`config.mk`:
```
export PLATFORM = sky130hd
export DESIGN_NAME = fetch_top
export DESIGN_NICKNAME = d
export VERILOG_FILES = /design/src/verilog/fetch_pkg.sv /design/src/verilog/isa_pkg.sv /design/src/verilog/latency_timer.sv /design/src/verilog/pc_generator.sv /design/src/verilog/imem_rom.sv /design/src/verilog/fetch_out_buffer.sv /design/src/verilog/fetch_control.sv /design/src/verilog/fetch_top.sv
export SDC_FILE = /design/constraint.sdc
export NUM_CORES = 1
export LEC_CHECK = 0
export ABC_AREA = 0
export BUFFER_PORTS_ARGS = -buffer_cell sky130_fd_sc_hd__buf_2
export CAP_MARGIN = 20
export CORE_MARGIN = 2
export CORE_UTILIZATION = 45
export DETAILED_ROUTE_END_ITERATION = 10
export PLACE_DENSITY = 0.71
export SLEW_MARGIN = 20
export SYNTH_ARGS = -nofsm -noshare
export SYNTH_HDL_FRONTEND = slang
export SYNTH_SLANG_ARGS = --single-unit
```
`constraint.sdc`:
```
create_clock -name clock -period 16.6 [get_ports clock]
set_clock_uncertainty 0.15 [all_clocks]
set_input_delay 1.66 -clock clock [delete_from_list [all_inputs] [get_ports clock]]
set_output_delay 1.66 -clock clock [all_outputs]
set_load 0.1 [all_outputs]
```
`src/program.hex`:
```
// one 64-bit line per row: upper word is pc bit 2 set, lower word pc bit 2 clear
// each word holds its byte address in the top half and 5A plus its word index below
00045A0100005A00
000C5A0300085A02
00145A0500105A04
001C5A0700185A06
00245A0900205A08
002C5A0B00285A0A
00345A0D00305A0C
003C5A0F00385A0E
00445A1100405A10
004C5A1300485A12
00545A1500505A14
005C5A1700585A16
00645A1900605A18
006C5A1B00685A1A
00745A1D00705A1C
007C5A1F00785A1E
00845A2100805A20
008C5A2300885A22
00945A2500905A24
009C5A2700985A26
00A45A2900A05A28
00AC5A2B00A85A2A
00B45A2D00B05A2C
00BC5A2F00B85A2E
00C45A3100C05A30
00CC5A3300C85A32
00D45A3500D05A34
00DC5A3700D85A36
00E45A3900E05A38
00EC5A3B00E85A3A
00F45A3D00F05A3C
00FC5A3F00F85A3E
01045A4101005A40
010C5A4301085A42
01145A4501105A44
011C5A4701185A46
01245A4901205A48
012C5A4B01285A4A
01345A4D01305A4C
013C5A4F01385A4E
01445A5101405A50
014C5A5301485A52
01545A5501505A54
015C5A5701585A56
01645A5901605A58
016C5A5B01685A5A
01745A5D01705A5C
017C5A5F01785A5E
01845A6101805A60
018C5A6301885A62
01945A6501905A64
019C5A6701985A66
01A45A6901A05A68
01AC5A6B01A85A6A
01B45A6D01B05A6C
01BC5A6F01B85A6E
01C45A7101C05A70
01CC5A7301C85A72
01D45A7501D05A74
01DC5A7701D85A76
01E45A7901E05A78
01EC5A7B01E85A7A
01F45A7D01F05A7C
01FC5A7F01F85A7E

```
`src/verilog/fetch_pkg.sv`:
```
// sizes for a 64-line ROM with a fixed 3-cycle read; fetch addresses wrap every 512 bytes
package fetch_pkg;

  //////////////////////////////
  // addresses
  //////////////////////////////

  localparam int pc_width = 64;                 // byte address, bits 1:0 always zero
  typedef logic [pc_width-1:0] pc_t;

  localparam int rom_lines       = 64;          // 64-bit lines in the instruction ROM
  localparam int line_addr_width = $clog2(rom_lines);
  localparam int line_lsb        = 3;           // 8 bytes per line, index starts at pc bit 3
  typedef logic [line_addr_width-1:0] line_addr_t;

  //////////////////////////////
  // memory timing
  //////////////////////////////

  // cycles from the ROM read strobe until the line may be used
  localparam int imem_latency = 3;
  localparam int timer_width  = $clog2(imem_latency + 1); // must hold imem_latency itself

  //////////////////////////////
  // fetch FSM encoding
  //////////////////////////////

  localparam logic [1:0] st_fetch_issue    = 2'd0; // strobe the ROM, start the timer
  localparam logic [1:0] st_fetch_wait     = 2'd1; // ROM access in progress
  localparam logic [1:0] st_deliver        = 2'd2; // item held at the output
  // issue cycle that follows a redirect, the PC already holds the target
  localparam logic [1:0] st_redirect_flush = 2'd3;

endpackage

```
`src/verilog/isa_pkg.sv`:
```
// a memory line carries two 32-bit instructions, the lower address in the low half
package isa_pkg;

  //////////////////////////////
  // words
  //////////////////////////////

  localparam int inst_width = 32;               // one instruction
  localparam int line_width = 2 * inst_width;   // one ROM line

  typedef logic [inst_width-1:0] inst_t;

  //////////////////////////////
  // memory line
  //////////////////////////////

  // slot order follows the byte address within the line
  typedef struct packed {
    inst_t hi_slot;                             // pc bit 2 set, line bits 63:32
    inst_t lo_slot;                             // pc bit 2 clear, line bits 31:0
  } inst_pair_t;

  // the ROM fills raw, the fetch select reads pair
  typedef union packed {
    logic [line_width-1:0] raw;
    inst_pair_t            pair;
  } mem_line_u;

endpackage

```
`src/verilog/latency_timer.sv`:
```
// done pulses exactly imem_latency cycles after start; a new start reloads the count
`timescale 1ns/1ns

module latency_timer
  import fetch_pkg::*;
(
  input  logic clock,
  input  logic reset,
  input  logic start,   // ROM read issued this cycle
  input  logic cancel,  // redirect, forget the running access
  output logic done     // ROM line usable this cycle
);

  logic [timer_width-1:0] count; // zero means idle

  //////////////////////////////
  // down counter
  //////////////////////////////

  always_ff @(posedge clock) begin
    if (reset || cancel) begin
      count <= '0;
    end else if (start) begin
      count <= timer_width'(imem_latency);
    end else if (count != '0) begin
      count <= count - 1'b1;                 // stops at zero after done
    end
  end

  // last cycle of the access is the one at count 1
  assign done = (count == timer_width'(1));

endmodule

```
`src/verilog/pc_generator.sv`:
```
// pc is the address of the item at the output, or of the fetch under way; targets are word aligned
`timescale 1ns/1ns

module pc_generator
  import fetch_pkg::*;
(
  input  logic clock,
  input  logic reset,
  input  logic advance,      // move to pc+4
  input  logic redirect,     // load the branch target, wins over advance
  input  pc_t  redirect_pc,
  output pc_t  pc,
  output pc_t  next_pc,
  output logic same_line     // pc+4 stays inside the current line
);

  pc_t pc_reg;

  //////////////////////////////
  // pc register
  //////////////////////////////

  always_ff @(posedge clock) begin
    if (reset) begin
      pc_reg <= '0;                          // fetch starts at address 0
    end else if (redirect) begin
      pc_reg <= {redirect_pc[pc_width-1:2], 2'b00}; // drop byte offset
    end else if (advance) begin
      pc_reg <= next_pc;
    end
  end

  assign pc      = pc_reg;
  assign next_pc = pc_reg + pc_width'(4);    // sequential successor

  // lower slot now, so the successor is the upper slot of the same line
  assign same_line = ~pc_reg[2];

endmodule

```
`src/verilog/imem_rom.sv`:
```
// contents come from program.hex (64 lines of 16 hex digits); line holds between reads
`timescale 1ns/1ns

module imem_rom
  import fetch_pkg::*;
  import isa_pkg::*;
(
  input  logic       clock,
  input  logic       read,   // sample addr on this edge
  input  line_addr_t addr,   // line index, pc bits 8:3
  output mem_line_u  line
);

  logic [line_width-1:0] rom [rom_lines]; // one entry per 64-bit line

  //////////////////////////////
  // image
  //////////////////////////////

  initial begin
    $readmemh("/design/src/program.hex", rom);
  end

  //////////////////////////////
  // registered read
  //////////////////////////////

  // the read data sits in line until the next strobe, the fetch timer
  // decides when it may be used
  always_ff @(posedge clock) begin
    if (read) begin
      line.raw <= rom[addr];
    end
  end

endmodule

```
`src/verilog/fetch_out_buffer.sv`:
```
// output holds stable while valid and not taken; out_clear wins over out_load
`timescale 1ns/1ns

module fetch_out_buffer
  import fetch_pkg::*;
  import isa_pkg::*;
(
  input  logic      clock,
  input  logic      reset,
  input  logic      line_load,  // rom_line is valid, item comes from it
  input  logic      out_load,   // register the next item
  input  logic      out_clear,  // drop the current item
  input  mem_line_u rom_line,
  input  pc_t       pc,
  input  pc_t       next_pc,
  output logic      inst_valid,
  output inst_t     inst,
  output pc_t       inst_pc,
  output pc_t       inst_npc
);

  mem_line_u held_line;  // line of the item at the output
  mem_line_u src_line;
  pc_t       item_pc;    // address of the item being loaded
  pc_t       item_npc;

  always_ff @(posedge clock) begin
    if (line_load) begin
      held_line <= rom_line;
    end
  end

  //////////////////////////////
  // item select
  //////////////////////////////

  // fresh line: item is at pc; reload from the held line happens on the
  // transfer edge while pc still names the old item, so the item is at next_pc
  assign src_line = line_load ? rom_line : held_line;
  assign item_pc  = line_load ? pc : next_pc;
  assign item_npc = item_pc + pc_width'(4);

  always_ff @(posedge clock) begin
    if (out_load) begin
      inst     <= item_pc[2] ? src_line.pair.hi_slot : src_line.pair.lo_slot;
      inst_pc  <= item_pc;   // keeps counting past the 512-byte wrap
      inst_npc <= item_npc;
    end
  end

  //////////////////////////////
  // valid flag
  //////////////////////////////

  always_ff @(posedge clock) begin
    if (reset) begin
      inst_valid <= 1'b0;
    end else if (out_clear) begin
      inst_valid <= 1'b0;                    // redirect, or last slot taken
    end else if (out_load) begin
      inst_valid <= 1'b1;
    end
  end

endmodule

```
`src/verilog/fetch_control.sv`:
```
// one ROM fetch in flight; a redirect beats everything, including a transfer in the same cycle
`timescale 1ns/1ns

module fetch_control
  import fetch_pkg::*;
(
  input  logic clock,
  input  logic reset,
  input  logic redirect_valid,  // taken branch from retire, never refused
  input  logic inst_ready,      // downstream accepts the held item
  input  logic timer_done,      // ROM line is valid this cycle
  input  logic same_line,       // next pc sits in the upper half of the held line
  input  logic inst_valid,      // output register holds an item
  output logic timer_start,
  output logic rom_read,
  output logic line_load,       // capture the ROM line
  output logic out_load,        // load a new item into the output register
  output logic out_clear,       // drop the output item
  output logic pc_advance,
  output logic pc_redirect
);

  logic [1:0] state;
  logic [1:0] state_next;
  logic       transfer;

  assign transfer = inst_valid & inst_ready; // item leaves on this edge

  //////////////////////////////
  // state register
  //////////////////////////////

  always_ff @(posedge clock) begin
    if (reset) begin
      state <= st_fetch_issue;               // first fetch starts at pc 0
    end else begin
      state <= state_next;
    end
  end

  //////////////////////////////
  // next state and strobes
  //////////////////////////////

  always_comb begin
    state_next  = state;
    timer_start = 1'b0;
    rom_read    = 1'b0;
    line_load   = 1'b0;
    out_load    = 1'b0;
    out_clear   = redirect_valid;            // a redirect empties the output
    pc_advance  = 1'b0;
    pc_redirect = redirect_valid;            // also cancels the timer

    if (redirect_valid) begin
      // fetch in progress is abandoned, its ROM line is never loaded
      state_next = st_redirect_flush;
    end else begin
      case (state)
        st_fetch_issue, st_redirect_flush: begin
          rom_read    = 1'b1;                // ROM samples the line index of pc
          timer_start = 1'b1;
          state_next  = st_fetch_wait;
        end
        st_fetch_wait: begin
          if (timer_done) begin
            line_load  = 1'b1;               // keep the line for the second slot
            out_load   = 1'b1;               // valid rises on this edge
            state_next = st_deliver;
          end
        end
        st_deliver: begin
          if (transfer) begin
            pc_advance = 1'b1;
            if (same_line) begin
              out_load = 1'b1;               // upper slot follows with no bubble
            end else begin
              out_clear  = 1'b1;             // line used up, go back to the ROM
              state_next = st_fetch_issue;
            end
          end
          // no transfer: hold everything, output stays stable
        end
        default: begin
          state_next = st_fetch_issue;
        end
      endcase
    end
  end

endmodule

```
`src/verilog/fetch_top.sv`:
```
// fetch front end; ROM index is pc bits 8:3, one read outstanding, redirect needs no ready
`timescale 1ns/1ns

module fetch_top
  import fetch_pkg::*;
  import isa_pkg::*;
(
  input  logic  clock,
  input  logic  reset,
  input  logic  redirect_valid,  // taken branch from retire
  input  pc_t   redirect_pc,
  input  logic  inst_ready,      // downstream takes the item
  output logic  inst_valid,
  output inst_t inst,
  output pc_t   inst_pc,
  output pc_t   inst_npc         // inst_pc + 4
);

  // FSM strobes
  logic      timer_start;
  logic      rom_read;
  logic      line_load;
  logic      out_load;
  logic      out_clear;
  logic      pc_advance;
  logic      pc_redirect;
  // status back to the FSM
  logic      timer_done;
  logic      same_line;
  // datapath
  pc_t       pc;
  pc_t       next_pc;
  mem_line_u rom_line;

  //////////////////////////////
  // control
  //////////////////////////////

  fetch_control u_control (
    .clock, .reset, .redirect_valid, .inst_ready, .timer_done, .same_line, .inst_valid,
    .timer_start, .rom_read, .line_load, .out_load, .out_clear, .pc_advance, .pc_redirect
  );

  latency_timer u_timer (
    .clock, .reset, .start(timer_start), .cancel(pc_redirect), .done(timer_done)
  );

  //////////////////////////////
  // datapath
  //////////////////////////////

  pc_generator u_pc (
    .clock, .reset, .advance(pc_advance), .redirect(pc_redirect), .redirect_pc,
    .pc, .next_pc, .same_line
  );

  imem_rom u_rom (
    .clock, .read(rom_read), .addr(pc[line_addr_width+line_lsb-1:line_lsb]), .line(rom_line)
  );

  fetch_out_buffer u_out (
    .clock, .reset, .line_load, .out_load, .out_clear, .rom_line, .pc, .next_pc,
    .inst_valid, .inst, .inst_pc, .inst_npc
  );

endmodule

```
### Word level (Yosys, flattened, before mapping)

Index checks and enable logic that the tools add are counted.
Widths: inputs -> output; s select.

| cells by class | value |
|---|---|
| multiplexer cells | 28 |
| equality and inequality tests | 7 |
| add/sub/neg operators | 3 |
| reductions and logical operators | 9 |
| bitwise gates (word level) | 1 |

Operators with widths:

| kind | count |
|---|---|
| $mux 64 | 4 |
| $add 64x3->64 const B | 2 |
| $mux 32 | 1 |
| $mux 1 | 15 |
| $mux 2 | 6 |
| $ne 3x2->1 const B | 2 |
| $pmux 2 s3 | 1 |
| $reduce_bool 2->1 | 3 |
| $reduce_or 2->1 | 3 |
| $eq 2x1->1 const B | 2 |
| $eq 2x2->1 const B | 2 |
| $ne 3x3->1 const B | 1 |
| $reduce_and 3->1 | 1 |
| $logic_not 2->1 | 1 |
| $pmux 1 s2 | 1 |
| $sub 2x1->2 const B | 1 |
| $and 1x1->1 | 1 |
| $logic_or 1x1->1 | 1 |

| word-level totals | value |
|---|---|
| bits in registers | 357 |
| output and inout bits | 161 |
| word-level logic and storage cells | 58 |

### Depth between registers and ports, before layout

Gate-level depths: netlist (run 1).

| logic depth | value |
|---|---|
| depth after elaboration | 6 |
| mapped depth | 15 |
| gate-level depth less buffers | 12 |

### By module

A second synthesis (run 1) with hierarchy kept.

| second synthesis, totals | value |
|---|---|
| cell total of the unflattened synthesis | 1435 |
| area, all modules | 15532.4 µm² |

Modules (own cells, without submodules):

| module | instances | cells each | area each (µm²) | sequential area each (µm²) |
|---|---|---|---|---|
| fetch_out_buffer | 1 | 722 | 10037.1 | 6045.8 |
| pc_generator | 1 | 609 | 4685.7 | 1241.2 |
| imem_rom | 1 | 65 | 484.2 | 0.0 |
| fetch_control | 1 | 27 | 209.0 | 40.0 |
| latency_timer | 1 | 12 | 116.4 | 40.0 |

### Worst setup path after synthesis (run 1)

No wires, ideal clock.

| timing | value |
|---|---|
| kind | input -> register |
| start | input inst_ready |
| end | register u_out.inst_npc[10] (enable) |
| cell stages on the path | 4 |
| arrival | 10393 ps |
| required time | 15687 ps |
| slack | 5294 ps |
| path buffers | 0 |
| cells stage by stage | nand3_1 > nor2_1 > a21oi_1 > nor3_1 |

| on the way | value |
|---|---|
| word-level cells in the longest chain between the ends | 4 |

Ends and longest elaborated chain:

| what | line | source |
|---|---|---|
| start: declaration | fetch_top.sv:12 | `input logic inst_ready,` |
| $and 1x1->1 | fetch_control.sv:27 | `assign transfer = inst_valid & inst_ready;` |
| $mux 1 | fetch_control.sv:73 | `if (transfer) begin` |
| $pmux 1 s2 | fetch_control.sv:59 | `case (state)` |
| $mux 1 | fetch_control.sv:55 | `if (redirect_valid) begin` |
| named net out_load | fetch_top.sv:23 | `logic out_load;` |
| end signal: assignment | fetch_out_buffer.sv:47 | `inst_npc <= item_npc;` |
| end: declaration | fetch_out_buffer.sv:19 | `output pc_t inst_npc` |

The timed path passes the listed nets, and every way through them passes these cells.
A chain may end at the register's enable or synchronous reset.

### Final worst setup path (run 1)

| timing | value |
|---|---|
| start | input redirect_valid |
| end | register u_out.inst_npc[61] (data pin) |

| on the way | value |
|---|---|
| word-level cells in the longest chain between the ends | 3 |

Ends and longest elaborated chain:

| what | line | source |
|---|---|---|
| start: declaration | fetch_top.sv:10 | `input logic redirect_valid,` |
| $mux 1 | fetch_control.sv:55 |  |
| $mux 64 | fetch_out_buffer.sv:40 | `assign item_pc = line_load ? pc : next_pc;` |
| named net u_out.item_pc[41] | fetch_out_buffer.sv:24 | `pc_t item_pc;` |
| $add 64x3->64 | fetch_out_buffer.sv:41 | `assign item_npc = item_pc + pc_width'(4);` |
| named net u_out.item_npc[61] | fetch_out_buffer.sv:25 | `pc_t item_npc;` |

The timed path passes the listed nets, and every way through them passes these cells.

==> flow_results.org, run 1 <==
** Die
- The die is 160 µm wide.
- Standard-cell row count :: 57
- 229 I/O pins were placed.
- Die height :: 160 µm
- Core region area :: 0.0240 mm²
- Once the floorplan was initialized, standard cells occupied 45.4% of the core.
- The die covers 0.0255 mm².

** Clocking
- Number of buffers between clock root and the deepest sink :: 2
- CTS saw between 150 and 200 sinks.
- Buffers inserted to repair hold after CTS numbered 0.
- H-tree lvl count :: 4
- TritonCTS built the clock tree.
- Post-CTS timing repair inserted 0 buffers for setup.
- Latest clock arrival within the worst-skew pair :: 430 ps
- Cts bufs inserted :: 17
- Clock transition time at the flip-flop clock pins of the worst setup and hold paths :: 70 ps
- Gates resized during post-CTS repair numbered 0.
- CTS root buf :: sky130_fd_sc_hd__clkbuf_16

** Placement
- Placer Congestion :: ~0.95
- Number of buffers added on ports :: 190
- Detail Placement HPWL :: 21.1 mm

** Flow run
- Reported max-cap violation count :: 0

** Setup path
- By startpoint and endpoint, the worst setup path is classified as in -> reg.
- Worst reg2reg path depth :: 11
- STA classifies the critical path endpoint as a register.
- CP arrival :: 6230 ps
- Destination of the worst register-to-register timing path :: u_out.inst_npc[61]
- Category of the worst setup path launch point :: input port
- In this run the critical register-to-register path is launched from u_control.state[1].
- For the worst setup path, the data required time is 16620 ps.
- Of all nets on the critical path, the largest fanout is 61.
- Worst reg-to-reg setup slack :: 11510 ps

** GRT
- Met1 demand-to-capacity share in global routing :: between 30% and 40%
- Most Crowded Layer GR :: met2
- GR met3 Demand/Resource :: 4.57%
- Wire length of the first global-routing pass :: approximately 45 mm
- Largest net degree at the start of global routing :: 81
- Total congestion overflow after global routing :: 0
- Total global-route track usage :: 22.4%
- Number of global-route vias before repair :: 8322
- Initial antenna violation count :: 3
- Global routing consumed, on the met2 layer, 35.7% of the routing resources.

** Yosys
- By count the netlist is led by sky130_fd_sc_hd__nor2_1 (168), sky130_fd_sc_hd__edfxtp_1 (124), sky130_fd_sc_hd__xnor2_1 (100).
- The synthesized design contains 124 enable-type register cells.
- Summing the sequential cell areas from Yosys gives between 40% and 50% of the chip area.
- In this run, synthesis produced a sequential element count of 191.
- In the post-synthesis netlist, the cell with the most instances is sky130_fd_sc_hd__nor2_1.
- A synthesized cell averages 9.44 µm².
- During synthesis, Yosys emitted a total of 0 warnings.
- Yosys top cell area share :: between 30 and 40%
- After synthesis, the share of flip-flops with an asynchronous set or reset is 0%.
- Synthesis produced a netlist whose cell count is 1157.
- Netlist area before placement :: 0.0109 mm²
- Number of library cell types mapped by synthesis :: 70
- Synth top area cells :: sky130_fd_sc_hd__edfxtp_1 (34%), sky130_fd_sc_hd__dfxtp_1 (12%), sky130_fd_sc_hd__xnor2_1 (8.0%)
- sky130_fd_sc_hd__edfxtp_1 takes more of the synthesized area than any other cell.
- For this run, the leading register cell type out of synthesis is sky130_fd_sc_hd__edfxtp_1.

** Power and ir drop
- Share of total power consumed by net switching :: 28.1%
- The worst-case IR drop observed on VDD is 0.0000569 V.
- The internal power of the cells totals approximately 0.00077 W.
- For this design the total switching power over the nets is 0.000302 W.
- Portion of total power attributed to combinational logic :: 12.2%
- Leak :: 4.58 nW
- Power per unit of standard cell area :: 86.4 mW/mm²
- Sequential share of power :: 50.0%
- Power Total :: 0.00108 W
- Clk pwr share :: a little under two fifths

** STA
- Headroom to the max-slew limit came out at about a third.
- Worst Max-Slew Pin Slew :: 1020 ps
- Based on the critical path, the design can be clocked at up to 161 MHz.
- Final setup fails :: 0
- Crit share post-route :: around 37%
- The worst path in the final design needs a cycle of 6210 ps, including I/O delays and setup.
- RSZ-0062 raised after global routing :: no
- For the final routed database, the setup TNS stands at 0 ps.
- The number of max-slew violations in the final report came to 0.
- The final-report hold violation count was 0.

** Route
- The pre-antenna-repair detailed-routing pass consisted of 5 iterations.
- Wire length reported by the detailed router :: between 20 and 30 mm
- After detailed routing, the number of remaining DRC violations is 0.
- The detail route stage leaves a number of antenna-violating nets equal to 0.
- The detailed router finished its first iteration with 847 violations.
- DR vias/cell :: between 5 and 6
- Average wire per standard cell :: 17.6 µm
- DR vias :: 8925

** Min path
- Hold path cells :: 2
- The path with the worst hold slack has its endpoint at u_out.inst_valid.
- In this run the most critical hold path is launched from u_out.inst_valid.
- The min-delay analysis places its worst path in the category reg -> reg.

** Run status
- The flow ran to the end, and the final reports show no timing, DRC or antenna violations.

** Finish
- Layout cells sized above 1 :: 19.8%
- Fillers :: about 2300
- Antenna diodes :: 0
- Total Nets Final :: 1377
- Layout Area Growth over Synthesis :: 14.0%
## final cells by class
type / count / area [µm²] / share of cell area [%]
clock buffer: 19 / 433 / 3.48
clock inverter: 13 / 138 / 1.11
inverter: 39 / 146 / 1.18
multi-input combinational: 857 / 5260 / 42.2
sequential: 191 / 5060 / 40.7
tap: 324 / 405 / 3.26
timing repair buffer: 197 / 1010 / 8.08
## kinds of logic after synthesis
family / after synthesis / synth area share (%)
simple gates: 525 / 26.4
buf+inv: 144 / 6.69
fa+ha+maj: 6 / 0.688
other cells: 1 / 0.0343
xor+xnor: 156 / 12.7
mux: 5 / 0.458
flops: 191 / 46.4
compound gates: 129 / 6.66
## metal layers
metal / wire [µm] / vias to the layer above
met5: 41 / -
met4: 512 / 6
met3: 2170 / 39
met2: 13000 / 371
met1: 13200 / 4197
li1: - / 4312
## placed cells by master, fill, tap and decap left out, types with 23 or more instances in the layout
cell type and count:
sky130_fd_sc_hd__or3_1 26, sky130_fd_sc_hd__xor2_1 54, sky130_fd_sc_hd__a21oi_1 80, sky130_fd_sc_hd__inv_1 38
sky130_fd_sc_hd__nand3_1 42, sky130_fd_sc_hd__conb_1 36, sky130_fd_sc_hd__o21ai_0 23, sky130_fd_sc_hd__nor2_1 168
sky130_fd_sc_hd__xnor2_1 100, sky130_fd_sc_hd__nor3_1 41, sky130_fd_sc_hd__buf_2 189, sky130_fd_sc_hd__edfxtp_1 124
sky130_fd_sc_hd__nand2_1 83, sky130_fd_sc_hd__dfxtp_1 67, sky130_fd_sc_hd__nand4_1 47
## power groups by stage
stage / logic [W] / clock network [W] / registers (W)
floorplan: 0.000106 / 0 / 0.000555
global placement: 0.000129 / 0 / 0.000547
detailed placement: 0.000131 / 0 / 0.000548
CTS: 0.000131 / 0.000414 / 0.000537
global route: 0.000141 / 0.000428 / 0.000540
finish: 0.000131 / 0.000407 / 0.000538
## stage by stage
| stage | util [%] | setup slack [ps] | hold slack (ps) | cells | instance area (µm²) |
|---|---|---|---|---|---|
| CTS | 51.8 | 10500 | 393 | 1640 | 12500 |
| finish | 51.8 | 10390 | 395 | 1640 | 12500 |
| floorplan | - | 5290 | 356 | 1192 | 11000 |
| global placement | 49.4 | 10020 | 371 | 1608 | 11900 |
| detailed placement | 49.4 | 10030 | 382 | 1608 | 11900 |
| global route | 51.8 | 10200 | 441 | 1640 | 12500 |
## how the worst max path moves through the flow
stage	start	to	depth (start not counted)
final	redirect_valid	u_out.inst_npc[61]	10
after global routing	redirect_valid	u_out.inst_npc[59]	10
after CTS	redirect_valid	u_out.inst_npc[61]	10
after detailed placement	redirect_valid	u_out.inst_npc[59]	10
after global placement	redirect_valid	u_out.inst_npc[61]	10
after floorplan	inst_ready	u_out.inst_npc[10]	4
## critical path, stage by stage
cell	delay [ps]
sky130_fd_sc_hd__buf_4	490
sky130_fd_sc_hd__and3b_1	580
sky130_fd_sc_hd__nor3_1	680
sky130_fd_sc_hd__nand4_2	370
sky130_fd_sc_hd__or4_4	590
sky130_fd_sc_hd__xnor2_2	280
sky130_fd_sc_hd__nand4_4	230
sky130_fd_sc_hd__nor4b_4	870
sky130_fd_sc_hd__nor4b_4	350
sky130_fd_sc_hd__xor2_1	100
Power figures use the tool's default switching activity.
==> inputs of run 2 (changes only) <==
- PLACE_DENSITY: 0.71 -> 0.73
- clock period: 16.6 -> 5.5 ns (I/O delays scaled with it)
==> run 2 against run 1 <==
Effect of this change: total power rose to 3.0 times the previous value; cell count increased by 0.43%; hold slack got worse by 200 ps; count of clock-buffer cells in the layout decreased by 1; sequential power rose to 3.0 times the previous value; clock power rose to 3.0 times the previous value; routed wire length increased by 0.17%; via count up 0.62%; sequential cell count did not move; critical path depth unchanged; combinational power increased to 3.1 times the previous value; setup slack lost 9800 ps; critical path type is now reg -> reg.
==> flow_results.org, run 2 (synthesis results as in run 1) <==
** Run status
- The run finished with clean final reports.

** Setup path
- Critical path endpoint category :: register
- Walking the worst path, the cells encountered are ha_1, nand4_2, nor3_2, nand4_1, or3_1, a21oi_1, nand4_4, nor3b_4, nor3b_1, xnor2_1.
- On the critical path the largest part of the delay comes from simple AND/OR/NAND/NOR gates.
- CP arrival :: 4920 ps
- Maximum single-stage delay on the critical path :: 650 ps
- At the worst endpoint, the required time is 5520 ps.
- Standard cell with the maximum stage delay on the critical path :: sky130_fd_sc_hd__nor3_2
- STA classifies the critical path startpoint as a register.
- Sum of buffers and inverters on the critical path :: 0
- Peak fanout along the critical path :: 12
- The setup path with the least slack is of type reg -> reg.

** Die
- Core region area :: 0.0240 mm²
- 229 I/O pins were placed.
- The die covers 0.0255 mm².
- Standard-cell row count :: 57
- Initial standard-cell utilization of the core :: a little under half
- Measured along the x axis, the die boundary spans 160 µm.
- Measured along the y axis, the die boundary spans ~160 µm.

** Power and ir drop
- After layout, the design draws a total of 0.00325 W.
- Worst VDD drop :: 0.000175 V
- The analysis attributes to cell leakage a power of 4.61 nW.
- Power per unit of standard cell area :: approximately 260 mW/mm²

** Clocking
- After clock tree synthesis, the clock-pin slew on the worst setup and hold paths is 70 ps.
- For the worst-skew pair, the clock arrives at the later sink with an insertion delay of 440 ps.
- Setup bufs post-CTS :: 0
- Number of hold buffers added after CTS :: 0
- TritonCTS created 17 clock buffers.
- In this run the clock root is driven by a sky130_fd_sc_hd__clkbuf_16.
- TritonCTS built the clock tree.
- Number of clock sinks :: 191
- CTS built an H-tree with a depth of 4.
- In this run the deepest clock path goes through 2 buffers.
- The number of gates resized after CTS was 0.

** Finish
- The post-route netlist has 20.1% of its cells at a drive strength greater than 1.
- Commonest cells after routing, fill and taps aside :: sky130_fd_sc_hd__buf_2 (189), sky130_fd_sc_hd__nor2_1 (168), sky130_fd_sc_hd__edfxtp_1 (124)
- Commonest non-fill, non-tap cell in the layout :: sky130_fd_sc_hd__buf_2
- After routing the design area is 0.0125 mm².
- For this run, the post-layout net count is 1383.
- After filler insertion, the fill cell instance count of the layout stands at roughly 2200.
- Layout Area Growth over Synthesis :: 14.6%

** GRT
- Entering global routing, the biggest net connects 81 pins.
- The initial antenna violation count came to 3.
- The first global-routing pass estimated 45.0 mm of wire.
- Number of global-route vias before repair :: 8222
- Total congestion overflow after global routing :: 0
- Across every metal layer, demand over resource in global routing totals 22.4%.

** Route
- DR vias :: 8980
- DR vias/cell :: roughly 5.5
- Average wire per standard cell :: between 15 and 20 µm
- For this block, the routed nets add up to 29.0 mm of wire.
- For this run, design rule violations remaining after detail routing come to 0.
- Number of nets with antenna violations after routing :: 0
- For this run, the detailed router's first-pass iteration total came to 5.
- The detailed router finished its first iteration with ~940 violations.

** Flow run
- The tool flagged a number of max-cap violations equal to 0.

** STA
- Crit share post-route :: 89.1%
- Worst Max-Slew Pin Slew :: 988 ps
- Summed negative setup slack over all endpoints :: 0 ps
- Max-slew headroom :: 34.1%
- On the final layout, the worst hold slack is 191 ps.
- The number of max-slew violations in the final report is 0.
- Clock period minus worst slack :: 4900 ps
- Setup violations remaining at the end of the flow were counted as 0.
- Setup repair after global routing left no endpoint under its margin.
- Endpoints failing hold :: 0
- Timing would allow up to 204 MHz.

** Min path
- The worst hold path belongs to the class in -> reg.

** Placement
- Number of buffers added on ports :: 190
- Placer Congestion :: 0.976
- Summing all placed instances gives a cell area of 0.0119 mm².
- Detailed placement finished with a half-perimeter wire length of 21.0 mm.
-- run 2: cell count changes in the layout (fill, tap and decap cells not counted), sizes merged --
cell | previous run | this run
diode | 0 | 2
buf | 197 | 203
clkbuf | 19 | 18
clkinv | 7 | 10
inv | 42 | 39
-- run 2: stage by stage --
step | cells | utilization, % | worst slack [ps]
floorplan | 1192 | - | 464
global placement | 1614 | 49.6 | 860
detailed placement | 1614 | 49.6 | 715
CTS | 1645 | 52.0 | 713
global route | 1646 | 52.0 | 253
finish | 1647 | 52.1 | 599
-- run 2: where the power goes --
group          leakage (nW)  total (W)  internal (W)  switching [W]
Sequential             1.67    0.00162       0.00156      0.0000591
Combinational          2.67   0.000401      0.000100       0.000301
Clock                 0.276    0.00123      0.000670       0.000557
Total                  4.61    0.00325       0.00233       0.000917
-- run 2: routing by layer --
layer / track usage (%) / vias to the layer above / share of wire (%) / wire length, µm
li1: - / 4320 / - / -
met1: 32.2 / 4212 / 46 / 13300
met2: 34.0 / 406 / 45 / 13000
met3: 3.64 / 40 / 7.4 / 2150
met4: 8.47 / 2 / 1.8 / 534
met5: 0 / - / 0.045 / 13
-- run 2: tightest hold or removal path: stages --
cell	delay (ps)
sky130_fd_sc_hd__buf_2	80
sky130_fd_sc_hd__a21oi_1	50
sky130_fd_sc_hd__nor2_1	70
-- run 2: worst paths after layout --
path                         from            endpoint  slack, ps  depth (start not counted)
setup reg to reg       u_pc.pc[2]  u_out.inst_npc[60]        600                         10
hold / removal    redirect_pc[60]         u_pc.pc[60]        190                          3
setup / recovery       u_pc.pc[2]  u_out.inst_npc[60]        600                         10
hold reg to reg       u_pc.pc[62]         u_pc.pc[62]        410                          2
-- run 2: cell type report --
type	count	area, µm²	share of cell area [%]
timing repair buffer	203	1050	8.40
antenna	2	5.00	0.0400
multi-input combinational	857	5270	42.1
inverter	39	146	1.17
sequential	191	5060	40.5
clock buffer	18	429	3.43
clock inverter	13	144	1.15
tap	324	405	3.24
